`src/verilog/periph_pkg.sv`:
```
// ##########################################################################
// Sizes, address map and register offsets of the peripheral subsystem
// Regions decode on address bits 15:12, registers on bits 4:2
// ##########################################################################

package periph_pkg;

  localparam int ADDR_W         = 32;
  localparam int DATA_W         = 32;
  localparam int NUM_GPIO       = 8;
  localparam int EXT_NINTERRUPT = 4;
  localparam int NUM_SRC        = 16;
  localparam int SRC_ID_W       = 4;

  // Region bases, bits 31:16 are ignored
  localparam logic [15:0] SOC_CTRL_BASE = 16'h0000;
  localparam logic [15:0] GPIO_BASE     = 16'h1000;
  localparam logic [15:0] INTR_BASE     = 16'h2000;
  localparam logic [15:0] EXT_BASE      = 16'h3000;

  // Keeps the offset inside a region
  localparam logic [ADDR_W-1:0] OFFSET_MASK = 32'h0000_0fff;

  // SoC control
  localparam logic [4:0] EXIT_VALID = 5'h00;
  localparam logic [4:0] EXIT_VALUE = 5'h04;
  localparam logic [4:0] BOOT_MODE  = 5'h08;

  // GPIO
  localparam logic [4:0] GPIO_IN          = 5'h00;
  localparam logic [4:0] GPIO_OUT         = 5'h04;
  localparam logic [4:0] GPIO_EN          = 5'h08;
  localparam logic [4:0] GPIO_INTR_EN     = 5'h0c;
  localparam logic [4:0] GPIO_INTR_STATUS = 5'h10;

  // Interrupt controller
  localparam logic [4:0] INTR_PENDING = 5'h00;
  localparam logic [4:0] INTR_ENABLE  = 5'h04;
  localparam logic [4:0] INTR_CLAIM   = 5'h08;
  localparam logic [4:0] INTR_MSIP    = 5'h0c;

  typedef enum logic [2:0] {
    SEL_SOC_CTRL = 3'd0,
    SEL_GPIO     = 3'd1,
    SEL_INTR     = 3'd2,
    SEL_EXT      = 3'd3,
    SEL_NONE     = 3'd4
  } periph_sel_e;

  typedef enum logic [1:0] {
    IDLE    = 2'd0,
    ISSUE   = 2'd1,
    RESPOND = 2'd2
  } bridge_state_e;

endpackage : periph_pkg
```
`src/verilog/reg_bus_if.sv`:
```
// ##########################################################################
// Register bus, host holds the request stable until ready with valid
// ##########################################################################

interface reg_bus_if
  import periph_pkg::*;
();

  logic              valid;
  logic              write;
  logic [ADDR_W-1:0] addr;
  logic [DATA_W-1:0] wdata;
  logic              ready;
  logic [DATA_W-1:0] rdata;

  modport host(output valid, write, addr, wdata, input ready, rdata);

  modport device(input valid, write, addr, wdata, output ready, rdata);

endinterface : reg_bus_if

```
`src/verilog/peripheral_subsystem.sv`:
```
// ##########################################################################
// Peripheral subsystem, OBI slave in, four register targets behind it
// The external peripheral port completes on ext_ready_i, it may stall
// ##########################################################################

module peripheral_subsystem
  import periph_pkg::*;
(
  input  logic                      clk_i,
  input  logic                      arst_n_i,

  input  logic                      boot_select_i,
  input  logic                      execute_from_flash_i,

  // OBI slave
  input  logic                      obi_req_i,
  input  logic                      obi_we_i,
  input  logic [ADDR_W-1:0]         obi_addr_i,
  input  logic [DATA_W-1:0]         obi_wdata_i,
  output logic                      obi_gnt_o,
  output logic                      obi_rvalid_o,
  output logic [DATA_W-1:0]         obi_rdata_o,

  output logic                      exit_valid_o,
  output logic [DATA_W-1:0]         exit_value_o,

  input  logic [NUM_GPIO-1:0]       gpio_i,
  output logic [NUM_GPIO-1:0]       gpio_o,
  output logic [NUM_GPIO-1:0]       gpio_en_o,

  input  logic [EXT_NINTERRUPT-1:0] intr_ext_i,
  output logic                      irq_o,
  output logic                      msip_o,

  // External peripheral port
  output logic                      ext_valid_o,
  output logic                      ext_write_o,
  output logic [ADDR_W-1:0]         ext_addr_o,
  output logic [DATA_W-1:0]         ext_wdata_o,
  input  logic                      ext_ready_i,
  input  logic [DATA_W-1:0]         ext_rdata_i
);

  reg_bus_if periph_bus ();
  reg_bus_if soc_bus ();
  reg_bus_if gpio_bus ();
  reg_bus_if intr_bus ();
  reg_bus_if ext_bus ();

  logic [NUM_GPIO-1:0] gpio_intr;
  logic [NUM_SRC-1:0]  intr_src;

  // ID 0 tied low, GPIO on 1 to 8, external lines above
  assign intr_src = {{(NUM_SRC - 1 - NUM_GPIO - EXT_NINTERRUPT){1'b0}}, intr_ext_i,
                     gpio_intr, 1'b0};

  obi_to_reg obi_to_reg_inst (
    .clk_i,
    .arst_n_i,
    .obi_req_i,
    .obi_we_i,
    .obi_addr_i,
    .obi_wdata_i,
    .obi_gnt_o,
    .obi_rvalid_o,
    .obi_rdata_o,
    .bus(periph_bus.host)
  );

  reg_demux reg_demux_inst (
    .periph_bus(periph_bus.device),
    .soc_bus   (soc_bus.host),
    .gpio_bus  (gpio_bus.host),
    .intr_bus  (intr_bus.host),
    .ext_bus   (ext_bus.host)
  );

  soc_ctrl soc_ctrl_inst (
    .clk_i,
    .arst_n_i,
    .bus(soc_bus.device),
    .boot_select_i,
    .execute_from_flash_i,
    .exit_valid_o,
    .exit_value_o
  );

  gpio gpio_inst (
    .clk_i,
    .arst_n_i,
    .bus   (gpio_bus.device),
    .gpio_i,
    .gpio_o,
    .gpio_en_o,
    .intr_o(gpio_intr)
  );

  intr_ctrl intr_ctrl_inst (
    .clk_i,
    .arst_n_i,
    .bus       (intr_bus.device),
    .intr_src_i(intr_src),
    .irq_o,
    .msip_o
  );

  assign ext_valid_o   = ext_bus.valid;
  assign ext_write_o   = ext_bus.write;
  assign ext_addr_o    = ext_bus.addr;
  assign ext_wdata_o   = ext_bus.wdata;
  assign ext_bus.ready = ext_ready_i;
  assign ext_bus.rdata = ext_rdata_i;

endmodule : peripheral_subsystem

```
`src/verilog/intr_ctrl.sv`:
```
// ##########################################################################
// Cut-down PLIC, level sources, no priorities and no threshold
// Claim is a plain read, sources clear at their origin
// ##########################################################################

module intr_ctrl
  import periph_pkg::*;
(
  input  logic               clk_i,
  input  logic               arst_n_i,
  reg_bus_if.device          bus,
  input  logic [NUM_SRC-1:0] intr_src_i,
  output logic               irq_o,
  output logic               msip_o
);

  logic [NUM_SRC-1:0]  pending_q;
  logic [NUM_SRC-1:0]  enable_q;
  logic [NUM_SRC-1:0]  active;
  logic [SRC_ID_W-1:0] claim_id;
  logic                msip_q;
  logic                irq_q;
  logic                write_en;

  assign bus.ready = 1'b1;
  assign write_en  = bus.valid && bus.write;
  assign active    = pending_q & enable_q;

  always_ff @(posedge clk_i or negedge arst_n_i) begin
    if (!arst_n_i) begin
      pending_q <= '0;
      enable_q  <= '0;
      msip_q    <= 1'b0;
      irq_q     <= 1'b0;
    end else begin
      // ID 0 means no interrupt
      pending_q <= intr_src_i & ~NUM_SRC'(1);
      irq_q     <= |active;
      if (write_en) begin
        case (bus.addr[4:2])
          INTR_ENABLE[4:2]: enable_q <= bus.wdata[NUM_SRC-1:0];
          INTR_MSIP[4:2]:   msip_q <= bus.wdata[0];
          default: ;
        endcase
      end
    end
  end

  // Lowest active ID wins
  always_comb begin
    claim_id = '0;
    for (int i = NUM_SRC - 1; i > 0; i--) begin
      if (active[i]) claim_id = SRC_ID_W'(i);
    end
  end

  always_comb begin
    case (bus.addr[4:2])
      INTR_PENDING[4:2]: bus.rdata = DATA_W'(pending_q);
      INTR_ENABLE[4:2]:  bus.rdata = DATA_W'(enable_q);
      INTR_CLAIM[4:2]:   bus.rdata = DATA_W'(claim_id);
      INTR_MSIP[4:2]:    bus.rdata = DATA_W'(msip_q);
      default:           bus.rdata = '0;
    endcase
  end

  assign irq_o  = irq_q;
  assign msip_o = msip_q;

endmodule : intr_ctrl

```
`src/verilog/gpio.sv`:
```
// ##########################################################################
// GPIO block, inputs pass a two-flop synchronizer before edge detection
// Status bits are write-1-to-clear, a new edge wins over a clear
// ##########################################################################

module gpio
  import periph_pkg::*;
(
  input  logic                clk_i,
  input  logic                arst_n_i,
  reg_bus_if.device           bus,
  input  logic [NUM_GPIO-1:0] gpio_i,
  output logic [NUM_GPIO-1:0] gpio_o,
  output logic [NUM_GPIO-1:0] gpio_en_o,
  output logic [NUM_GPIO-1:0] intr_o
);

  logic [NUM_GPIO-1:0] meta_q, sync_q, prev_q;
  logic [NUM_GPIO-1:0] out_q, en_q, intr_en_q, status_q;
  logic [NUM_GPIO-1:0] rise, clear;
  logic                write_en;

  assign bus.ready = 1'b1;
  assign write_en  = bus.valid && bus.write;
  assign rise      = sync_q & ~prev_q;
  assign clear     = (write_en && bus.addr[4:2] == GPIO_INTR_STATUS[4:2]) ?
                     bus.wdata[NUM_GPIO-1:0] : '0;

  always_ff @(posedge clk_i or negedge arst_n_i) begin
    if (!arst_n_i) begin
      meta_q    <= '0;
      sync_q    <= '0;
      prev_q    <= '0;
      out_q     <= '0;
      en_q      <= '0;
      intr_en_q <= '0;
      status_q  <= '0;
    end else begin
      meta_q   <= gpio_i;
      sync_q   <= meta_q;
      prev_q   <= sync_q;
      status_q <= (status_q & ~clear) | (rise & intr_en_q);
      if (write_en) begin
        case (bus.addr[4:2])
          GPIO_OUT[4:2]:     out_q <= bus.wdata[NUM_GPIO-1:0];
          GPIO_EN[4:2]:      en_q <= bus.wdata[NUM_GPIO-1:0];
          GPIO_INTR_EN[4:2]: intr_en_q <= bus.wdata[NUM_GPIO-1:0];
          default: ;
        endcase
      end
    end
  end

  always_comb begin
    case (bus.addr[4:2])
      GPIO_IN[4:2]:          bus.rdata = DATA_W'(sync_q);
      GPIO_OUT[4:2]:         bus.rdata = DATA_W'(out_q);
      GPIO_EN[4:2]:          bus.rdata = DATA_W'(en_q);
      GPIO_INTR_EN[4:2]:     bus.rdata = DATA_W'(intr_en_q);
      GPIO_INTR_STATUS[4:2]: bus.rdata = DATA_W'(status_q);
      default:               bus.rdata = '0;
    endcase
  end

  assign gpio_o    = out_q;
  assign gpio_en_o = en_q;
  assign intr_o    = status_q;

endmodule : gpio

```
`src/verilog/soc_ctrl.sv`:
```
// ##########################################################################
// SoC control, exit status and boot strap read-back
// ##########################################################################

module soc_ctrl
  import periph_pkg::*;
(
  input  logic              clk_i,
  input  logic              arst_n_i,
  reg_bus_if.device         bus,
  input  logic              boot_select_i,
  input  logic              execute_from_flash_i,
  output logic              exit_valid_o,
  output logic [DATA_W-1:0] exit_value_o
);

  logic              exit_valid_q;
  logic [DATA_W-1:0] exit_value_q;
  logic              write_en;

  assign bus.ready = 1'b1;
  assign write_en  = bus.valid && bus.write;

  always_ff @(posedge clk_i or negedge arst_n_i) begin
    if (!arst_n_i) begin
      exit_valid_q <= 1'b0;
      exit_value_q <= '0;
    end else if (write_en) begin
      case (bus.addr[4:2])
        EXIT_VALID[4:2]: exit_valid_q <= bus.wdata[0];
        EXIT_VALUE[4:2]: exit_value_q <= bus.wdata;
        default: ;
      endcase
    end
  end

  always_comb begin
    case (bus.addr[4:2])
      EXIT_VALID[4:2]: bus.rdata = DATA_W'(exit_valid_q);
      EXIT_VALUE[4:2]: bus.rdata = exit_value_q;
      BOOT_MODE[4:2]:  bus.rdata = DATA_W'({execute_from_flash_i, boot_select_i});
      default:         bus.rdata = '0;
    endcase
  end

  assign exit_valid_o = exit_valid_q;
  assign exit_value_o = exit_value_q;

endmodule : soc_ctrl

```
`src/verilog/reg_demux.sv`:
```
// ##########################################################################
// Combinational address decoder and demux to the four register targets
// Unmapped accesses complete at once, reads return zero
// ##########################################################################

module reg_demux
  import periph_pkg::*;
(
  reg_bus_if.device periph_bus,
  reg_bus_if.host   soc_bus,
  reg_bus_if.host   gpio_bus,
  reg_bus_if.host   intr_bus,
  reg_bus_if.host   ext_bus
);

  periph_sel_e       sel;
  logic [ADDR_W-1:0] local_addr;

  always_comb begin
    case (periph_bus.addr[15:12])
      SOC_CTRL_BASE[15:12]: sel = SEL_SOC_CTRL;
      GPIO_BASE[15:12]:     sel = SEL_GPIO;
      INTR_BASE[15:12]:     sel = SEL_INTR;
      EXT_BASE[15:12]:      sel = SEL_EXT;
      default:              sel = SEL_NONE;
    endcase
  end

  assign local_addr = periph_bus.addr & OFFSET_MASK;

  // Request side, valid only towards the selected target
  assign soc_bus.valid  = periph_bus.valid && (sel == SEL_SOC_CTRL);
  assign gpio_bus.valid = periph_bus.valid && (sel == SEL_GPIO);
  assign intr_bus.valid = periph_bus.valid && (sel == SEL_INTR);
  assign ext_bus.valid  = periph_bus.valid && (sel == SEL_EXT);

  assign {soc_bus.write, gpio_bus.write, intr_bus.write, ext_bus.write} = {4{periph_bus.write}};
  assign {soc_bus.addr, gpio_bus.addr, intr_bus.addr, ext_bus.addr}     = {4{local_addr}};
  assign {soc_bus.wdata, gpio_bus.wdata, intr_bus.wdata, ext_bus.wdata} = {4{periph_bus.wdata}};

  // Response side
  always_comb begin
    periph_bus.ready = 1'b1;
    periph_bus.rdata = '0;
    case (sel)
      SEL_SOC_CTRL: begin
        periph_bus.ready = soc_bus.ready;
        periph_bus.rdata = soc_bus.rdata;
      end
      SEL_GPIO: begin
        periph_bus.ready = gpio_bus.ready;
        periph_bus.rdata = gpio_bus.rdata;
      end
      SEL_INTR: begin
        periph_bus.ready = intr_bus.ready;
        periph_bus.rdata = intr_bus.rdata;
      end
      SEL_EXT: begin
        periph_bus.ready = ext_bus.ready;
        periph_bus.rdata = ext_bus.rdata;
      end
      default: ;
    endcase
  end

endmodule : reg_demux

```
`src/verilog/obi_to_reg.sv`:
```
// ##########################################################################
// OBI slave to register bus bridge, one access in flight at a time
// No IDs and no byte enables, every write is a full word
// ##########################################################################

module obi_to_reg
  import periph_pkg::*;
(
  input  logic              clk_i,
  input  logic              arst_n_i,
  input  logic              obi_req_i,
  input  logic              obi_we_i,
  input  logic [ADDR_W-1:0] obi_addr_i,
  input  logic [DATA_W-1:0] obi_wdata_i,
  output logic              obi_gnt_o,
  output logic              obi_rvalid_o,
  output logic [DATA_W-1:0] obi_rdata_o,
  reg_bus_if.host           bus
);

  bridge_state_e     state_q, state_d;
  logic              we_q;
  logic [ADDR_W-1:0] addr_q;
  logic [DATA_W-1:0] wdata_q;
  logic [DATA_W-1:0] rdata_q;

  always_comb begin
    state_d = state_q;
    case (state_q)
      IDLE:    if (obi_req_i) state_d = ISSUE;
      ISSUE:   if (bus.ready) state_d = RESPOND;
      RESPOND: state_d = IDLE;
      default: state_d = IDLE;
    endcase
  end

  always_ff @(posedge clk_i or negedge arst_n_i) begin
    if (!arst_n_i) begin
      state_q <= IDLE;
    end else begin
      state_q <= state_d;
    end
  end

  always_ff @(posedge clk_i) begin
    if (obi_gnt_o && obi_req_i) begin
      we_q    <= obi_we_i;
      addr_q  <= obi_addr_i;
      wdata_q <= obi_wdata_i;
    end
    // Transfer cycle
    if (state_q == ISSUE && bus.ready) rdata_q <= bus.rdata;
  end

  assign obi_gnt_o    = (state_q == IDLE);
  assign obi_rvalid_o = (state_q == RESPOND);
  assign obi_rdata_o  = rdata_q;

  assign bus.valid = (state_q == ISSUE);
  assign bus.write = we_q;
  assign bus.addr  = addr_q;
  assign bus.wdata = wdata_q;

endmodule : obi_to_reg

```
`config.mk`:
```
export PLATFORM = sky130hd
export DESIGN_NAME = peripheral_subsystem
export DESIGN_NICKNAME = d
export VERILOG_FILES = /design/src/verilog/periph_pkg.sv /design/src/verilog/reg_bus_if.sv /design/src/verilog/peripheral_subsystem.sv /design/src/verilog/intr_ctrl.sv /design/src/verilog/gpio.sv /design/src/verilog/soc_ctrl.sv /design/src/verilog/reg_demux.sv /design/src/verilog/obi_to_reg.sv
export SDC_FILE = /design/constraint.sdc
export NUM_CORES = 1
export LEC_CHECK = 0
export BUFFER_PORTS_ARGS = -buffer_cell sky130_fd_sc_hd__buf_2
export CAP_MARGIN = 20
export CORE_ASPECT_RATIO = 1.25
export CORE_MARGIN = 5
export CORE_UTILIZATION = 51
export DETAILED_ROUTE_END_ITERATION = 12
export PLACE_DENSITY = 0.86
export RECOVER_POWER = 25
export REMOVE_ABC_BUFFERS = 1
export SKIP_CTS_REPAIR_TIMING = 1
export SYNTH_ARGS = -nofsm -noshare
export SYNTH_HDL_FRONTEND = slang
export SYNTH_SLANG_ARGS = --single-unit
```
`constraint.sdc`:
```
create_clock -name clk_i -period 3.25 [get_ports clk_i]
set_clock_uncertainty 0.05 [all_clocks]
set_input_delay 0.4875 -clock clk_i [delete_from_list [all_inputs] [get_ports clk_i]]
set_output_delay 0.4875 -clock clk_i [all_outputs]
set_load 0.05 [all_outputs]
```
==> results.toml <==
[yosys]
synth_largest_area_cell = "sky130_fd_sc_hd__dfrtp_1"
synth-simple-area-share_pct = 7.203
synthCells = 569
yosys_most_used_dff = "sky130_fd_sc_hd__dfrtp_1"
yosys_register_bits = 202
synth_top_cells_by_area = "sky130_fd_sc_hd__dfrtp_1, sky130_fd_sc_hd__edfxtp_1, sky130_fd_sc_hd__mux2_1"
synth-adder-area-share_pct = 0
synth_edf_count = 81
synthesis.area_per_instance_um2 = 14.38
synth.yosys.seq_area_share_pct = 66.74
postSynth.asyncResetShare_pct = 59.90
synth_top_family_by_area = "multiplexers"
synth.lib_cells_used.distinct = 51
synth_compound_area_share_pct = 8.166
yosys.area_share.xor_xnor_pct = 0
yosysTopAreaCellShare_pct = 37.01
yosys.cell_count.top_type = "sky130_fd_sc_hd__dfrtp_1"
synth.cells.most_frequent = "sky130_fd_sc_hd__dfrtp_1, sky130_fd_sc_hd__edfxtp_1, sky130_fd_sc_hd__mux2_1"
synth.mux.area_fraction_pct = 13.29
post_synth_instance_area_mm2 = 0.008182
yosysWarnings = 0

[finish]
final_layout_size_suffix_gt1_share_pct = 38.77
fin_cells = 1025
multi_input_combinational_cell_area_mm2 = 0.002427
areaGrowthSynthToFinish_pct = 22.97
layout.nets = 911
seq_area_mm2 = 0.005460
final_design_area_no_fill_mm2 = 0.01006
nFillCells = 1178

[route]
firstDrtPassIters = 4
postRouteWirelength_um = 21400
routedWlPerCell_um = 20.88
drtIter0Drc = 447
drc_errors = 0
drtAntennaViolNets = 0
vias = 5583
detail_route.vias_per_cell = 5.447

[place]
place.detailed.instances = 985
finalWeightedCongestion = 0.8191
dpl_cell_area_mm2 = 0.009413
dp_hpwl_um = 15460
io_buffer_count = 229

[setup_path]
ff2ff_path_depth = 6
timing.critical_path.max_delay_family = "simple AND/OR/NAND/NOR gates"
worstPathMaxFanout = 23
cp_data_arrival_time_ns = 2.74
critical_path_cell_count = 6
regToRegEndpoint = "soc_ctrl_inst.exit_value_o[24]"
worstSetupStartpoint = "obi_to_reg_inst.bus.addr[4]"
worstSetupEndpoint = "soc_ctrl_inst.exit_value_o[24]"
worstSetupPathType = "reg2reg"
setup.worst_path.start_class = "register"
timing.critical_path.required_ns = 3.56
worst_setup_path_end_kind = "register"
rrSetupSlack_ns = 0.82
cpPeakStageDelay_ns = 0.44
worst_r2r_startpoint = "obi_to_reg_inst.bus.addr[4]"
critical-path-slowest-cell = "sky130_fd_sc_hd__and2b_2"
cp_cell_sequence = "nand2b_1 -> nor4_4 -> and2b_2 -> nand2_2 -> buf_4 -> mux2_1"
cp.buffers_inverters = 1

[sta]
rsz0062_at_grt = "no"
actual_transition_at_the_worst_max_transition_pin_ns = 1.113
report.final.hold_viol_count = 0
hold_slack_ns = 0.04443
final.min_clock_period_ns = 2.429
fin_setup_tns_ns = 0
final-max-slew-violation-count = 0
layout_worst_path_cycle_share_pct = 74.75
setup_violations_final = 0
fmax_ghz = 0.4116
max-slew-margin-rel_pct = 25.79

[outcome]
status = "complete, no violations"

[cts]
htreeDepth = 1
clk-insertion-delay-late_ns = 0.50
clock_sinks = 202
num_cts_buffers = 20
clkSlewWorstSetupHoldPaths_ns = 0.07
tritoncts = "yes"
clock-root-buffer = "sky130_fd_sc_hd__clkbuf_16"
cts-root-to-sink-buffers = 3

[floorplan]
starting_density_of_the_core_pct = 52.12
floorplan.die.width_um = 123.3
die-height_um = 151.6
rows = 51
die_area_mm2 = 0.01869
placeableCoreArea_mm2 = 0.01570
design.portCount = 266

[pwr]
share_clk_of_total_power_pct = 35.2
fin_total_pwr_uw = 6324
power_density_mw_per_mm2 = 628.6
total_leakage_power_uw = 0.004760
seqPwrFrac_pct = 48.2
vdd_drop_max_mv = 0.3583
power_switching_share_pct = 29.80
combPwrFrac_pct = 16.6
internal_power_uw = 4439
netSwitchingPower_uw = 1884

[global_route]
maximum_number_of_pins_on_one_net_before_global_route_repair = 48
grt_pass1_wl_um = 32130
antenna_found_initial = 5
via_count_of_the_first_global_routing_pass = 5834
track_usage_pct = 22.50
globalRouteOverflowTotal = 0

[run]
maxCapViolations = 0

[worst_hold_path]
min_path_type = "in2reg"
==> routing by layer <==
metal  up-vias  track usage (%)  wire length, µm
met1      2737            26.02             7731
li1       2513                -                -
met3        53            5.681             1898
met2       276            40.00            11120
met4         4            8.587              621
met5         -                0               24
==> per-stage QoR <==
step / setup slack, ns / utilization (%)
after floorplan: -0.3245 / -
after global placement: 0.8717 / 59.96
after detailed placement: 0.8081 / 59.96
after CTS: 0.7893 / 64.01
after global routing: 0.6464 / 64.09
final: 0.8206 / 64.09
==> cell type report <==
class | count | area share (%)
Antenna cell | 3 | 0.07462
Clock buffer | 30 | 5.969
Clock inverter | 6 | 0.3482
Inverter | 2 | 0.07462
Multi-Input combinational cell | 328 | 24.13
Sequential cell | 202 | 54.27
Tap cell | 212 | 2.636
Timing Repair Buffer | 242 | 12.50
==> cell usage in the layout (no fill, tap or decap), drive strengths merged, types with 3 or more instances in the layout <==
| cell | synthesis | layout |
|---|---|---|
| a21oi | 12 | 12 |
| a221o | 5 | 5 |
| a221oi | 7 | 7 |
| a22o | 3 | 3 |
| a22oi | 25 | 25 |
| and2 | 3 | 3 |
| and3 | 4 | 4 |
| buf | 44 | 239 |
| clkbuf | 12 | 32 |
| clkinv | 0 | 5 |
| conb | 1 | 20 |
| dfrtp | 121 | 121 |
| diode | 0 | 3 |
| edfxtp | 81 | 81 |
| inv | 2 | 3 |
| mux2 | 75 | 75 |
| mux2i | 22 | 22 |
| nand2 | 44 | 44 |
| nand2b | 3 | 3 |
| nand3 | 3 | 3 |
| nor2 | 41 | 41 |
| nor2b | 5 | 5 |
| nor3 | 4 | 4 |
| o211ai | 4 | 4 |
| o21ai | 12 | 12 |
| o22a | 5 | 5 |
| o2bb2ai | 8 | 8 |
==> cell families after synthesis <==
family,count (synthesis)
muxes,98
other,1
DFF,202
buffers and inverters,58
and+or+nand+nor,120
AOI/OAI and AO/OA,90
==> sequential cells by signal (all words and copies together), names as in the netlist, 12 cells and up <==
signal / count
obi_to_reg_inst.bus.wdata: 32
obi_to_reg_inst.obi_rdata_o: 32
soc_ctrl_inst.exit_value_o: 32
intr_ctrl_inst.enable_q: 16
obi_to_reg_inst.bus.addr: 16
intr_ctrl_inst.pending_q: 12
==> worst min path at each step <==
stage / cells after the start / start / endpoint
5_1_grt: 1 / gpio_i[4] / gpio_inst.meta_q[4]
2_1_floorplan: 0 / arst_n_i / gpio_inst.gpio_en_o[0]
4_1_cts: 1 / arst_n_i / soc_ctrl_inst.exit_value_o[16]
3_3_place_gp: 0 / gpio_inst.meta_q[6] / gpio_inst.sync_q[6]
6_report: 1 / gpio_i[4] / gpio_inst.meta_q[4]
3_5_place_dp: 0 / gpio_inst.meta_q[5] / gpio_inst.sync_q[5]
==> power groups by stage <==
stage / registers (µW) / logic [µW] / clock network [µW]
after floorplan: 3510 / 283 / 0
after global placement: 3080 / 1050 / 0
after detailed placement: 3100 / 1060 / 0
after CTS: 3050 / 1060 / 2260
after global routing: 3070 / 1110 / 2380
final: 3050 / 1050 / 2220
(Power assumes the default switching activity.)
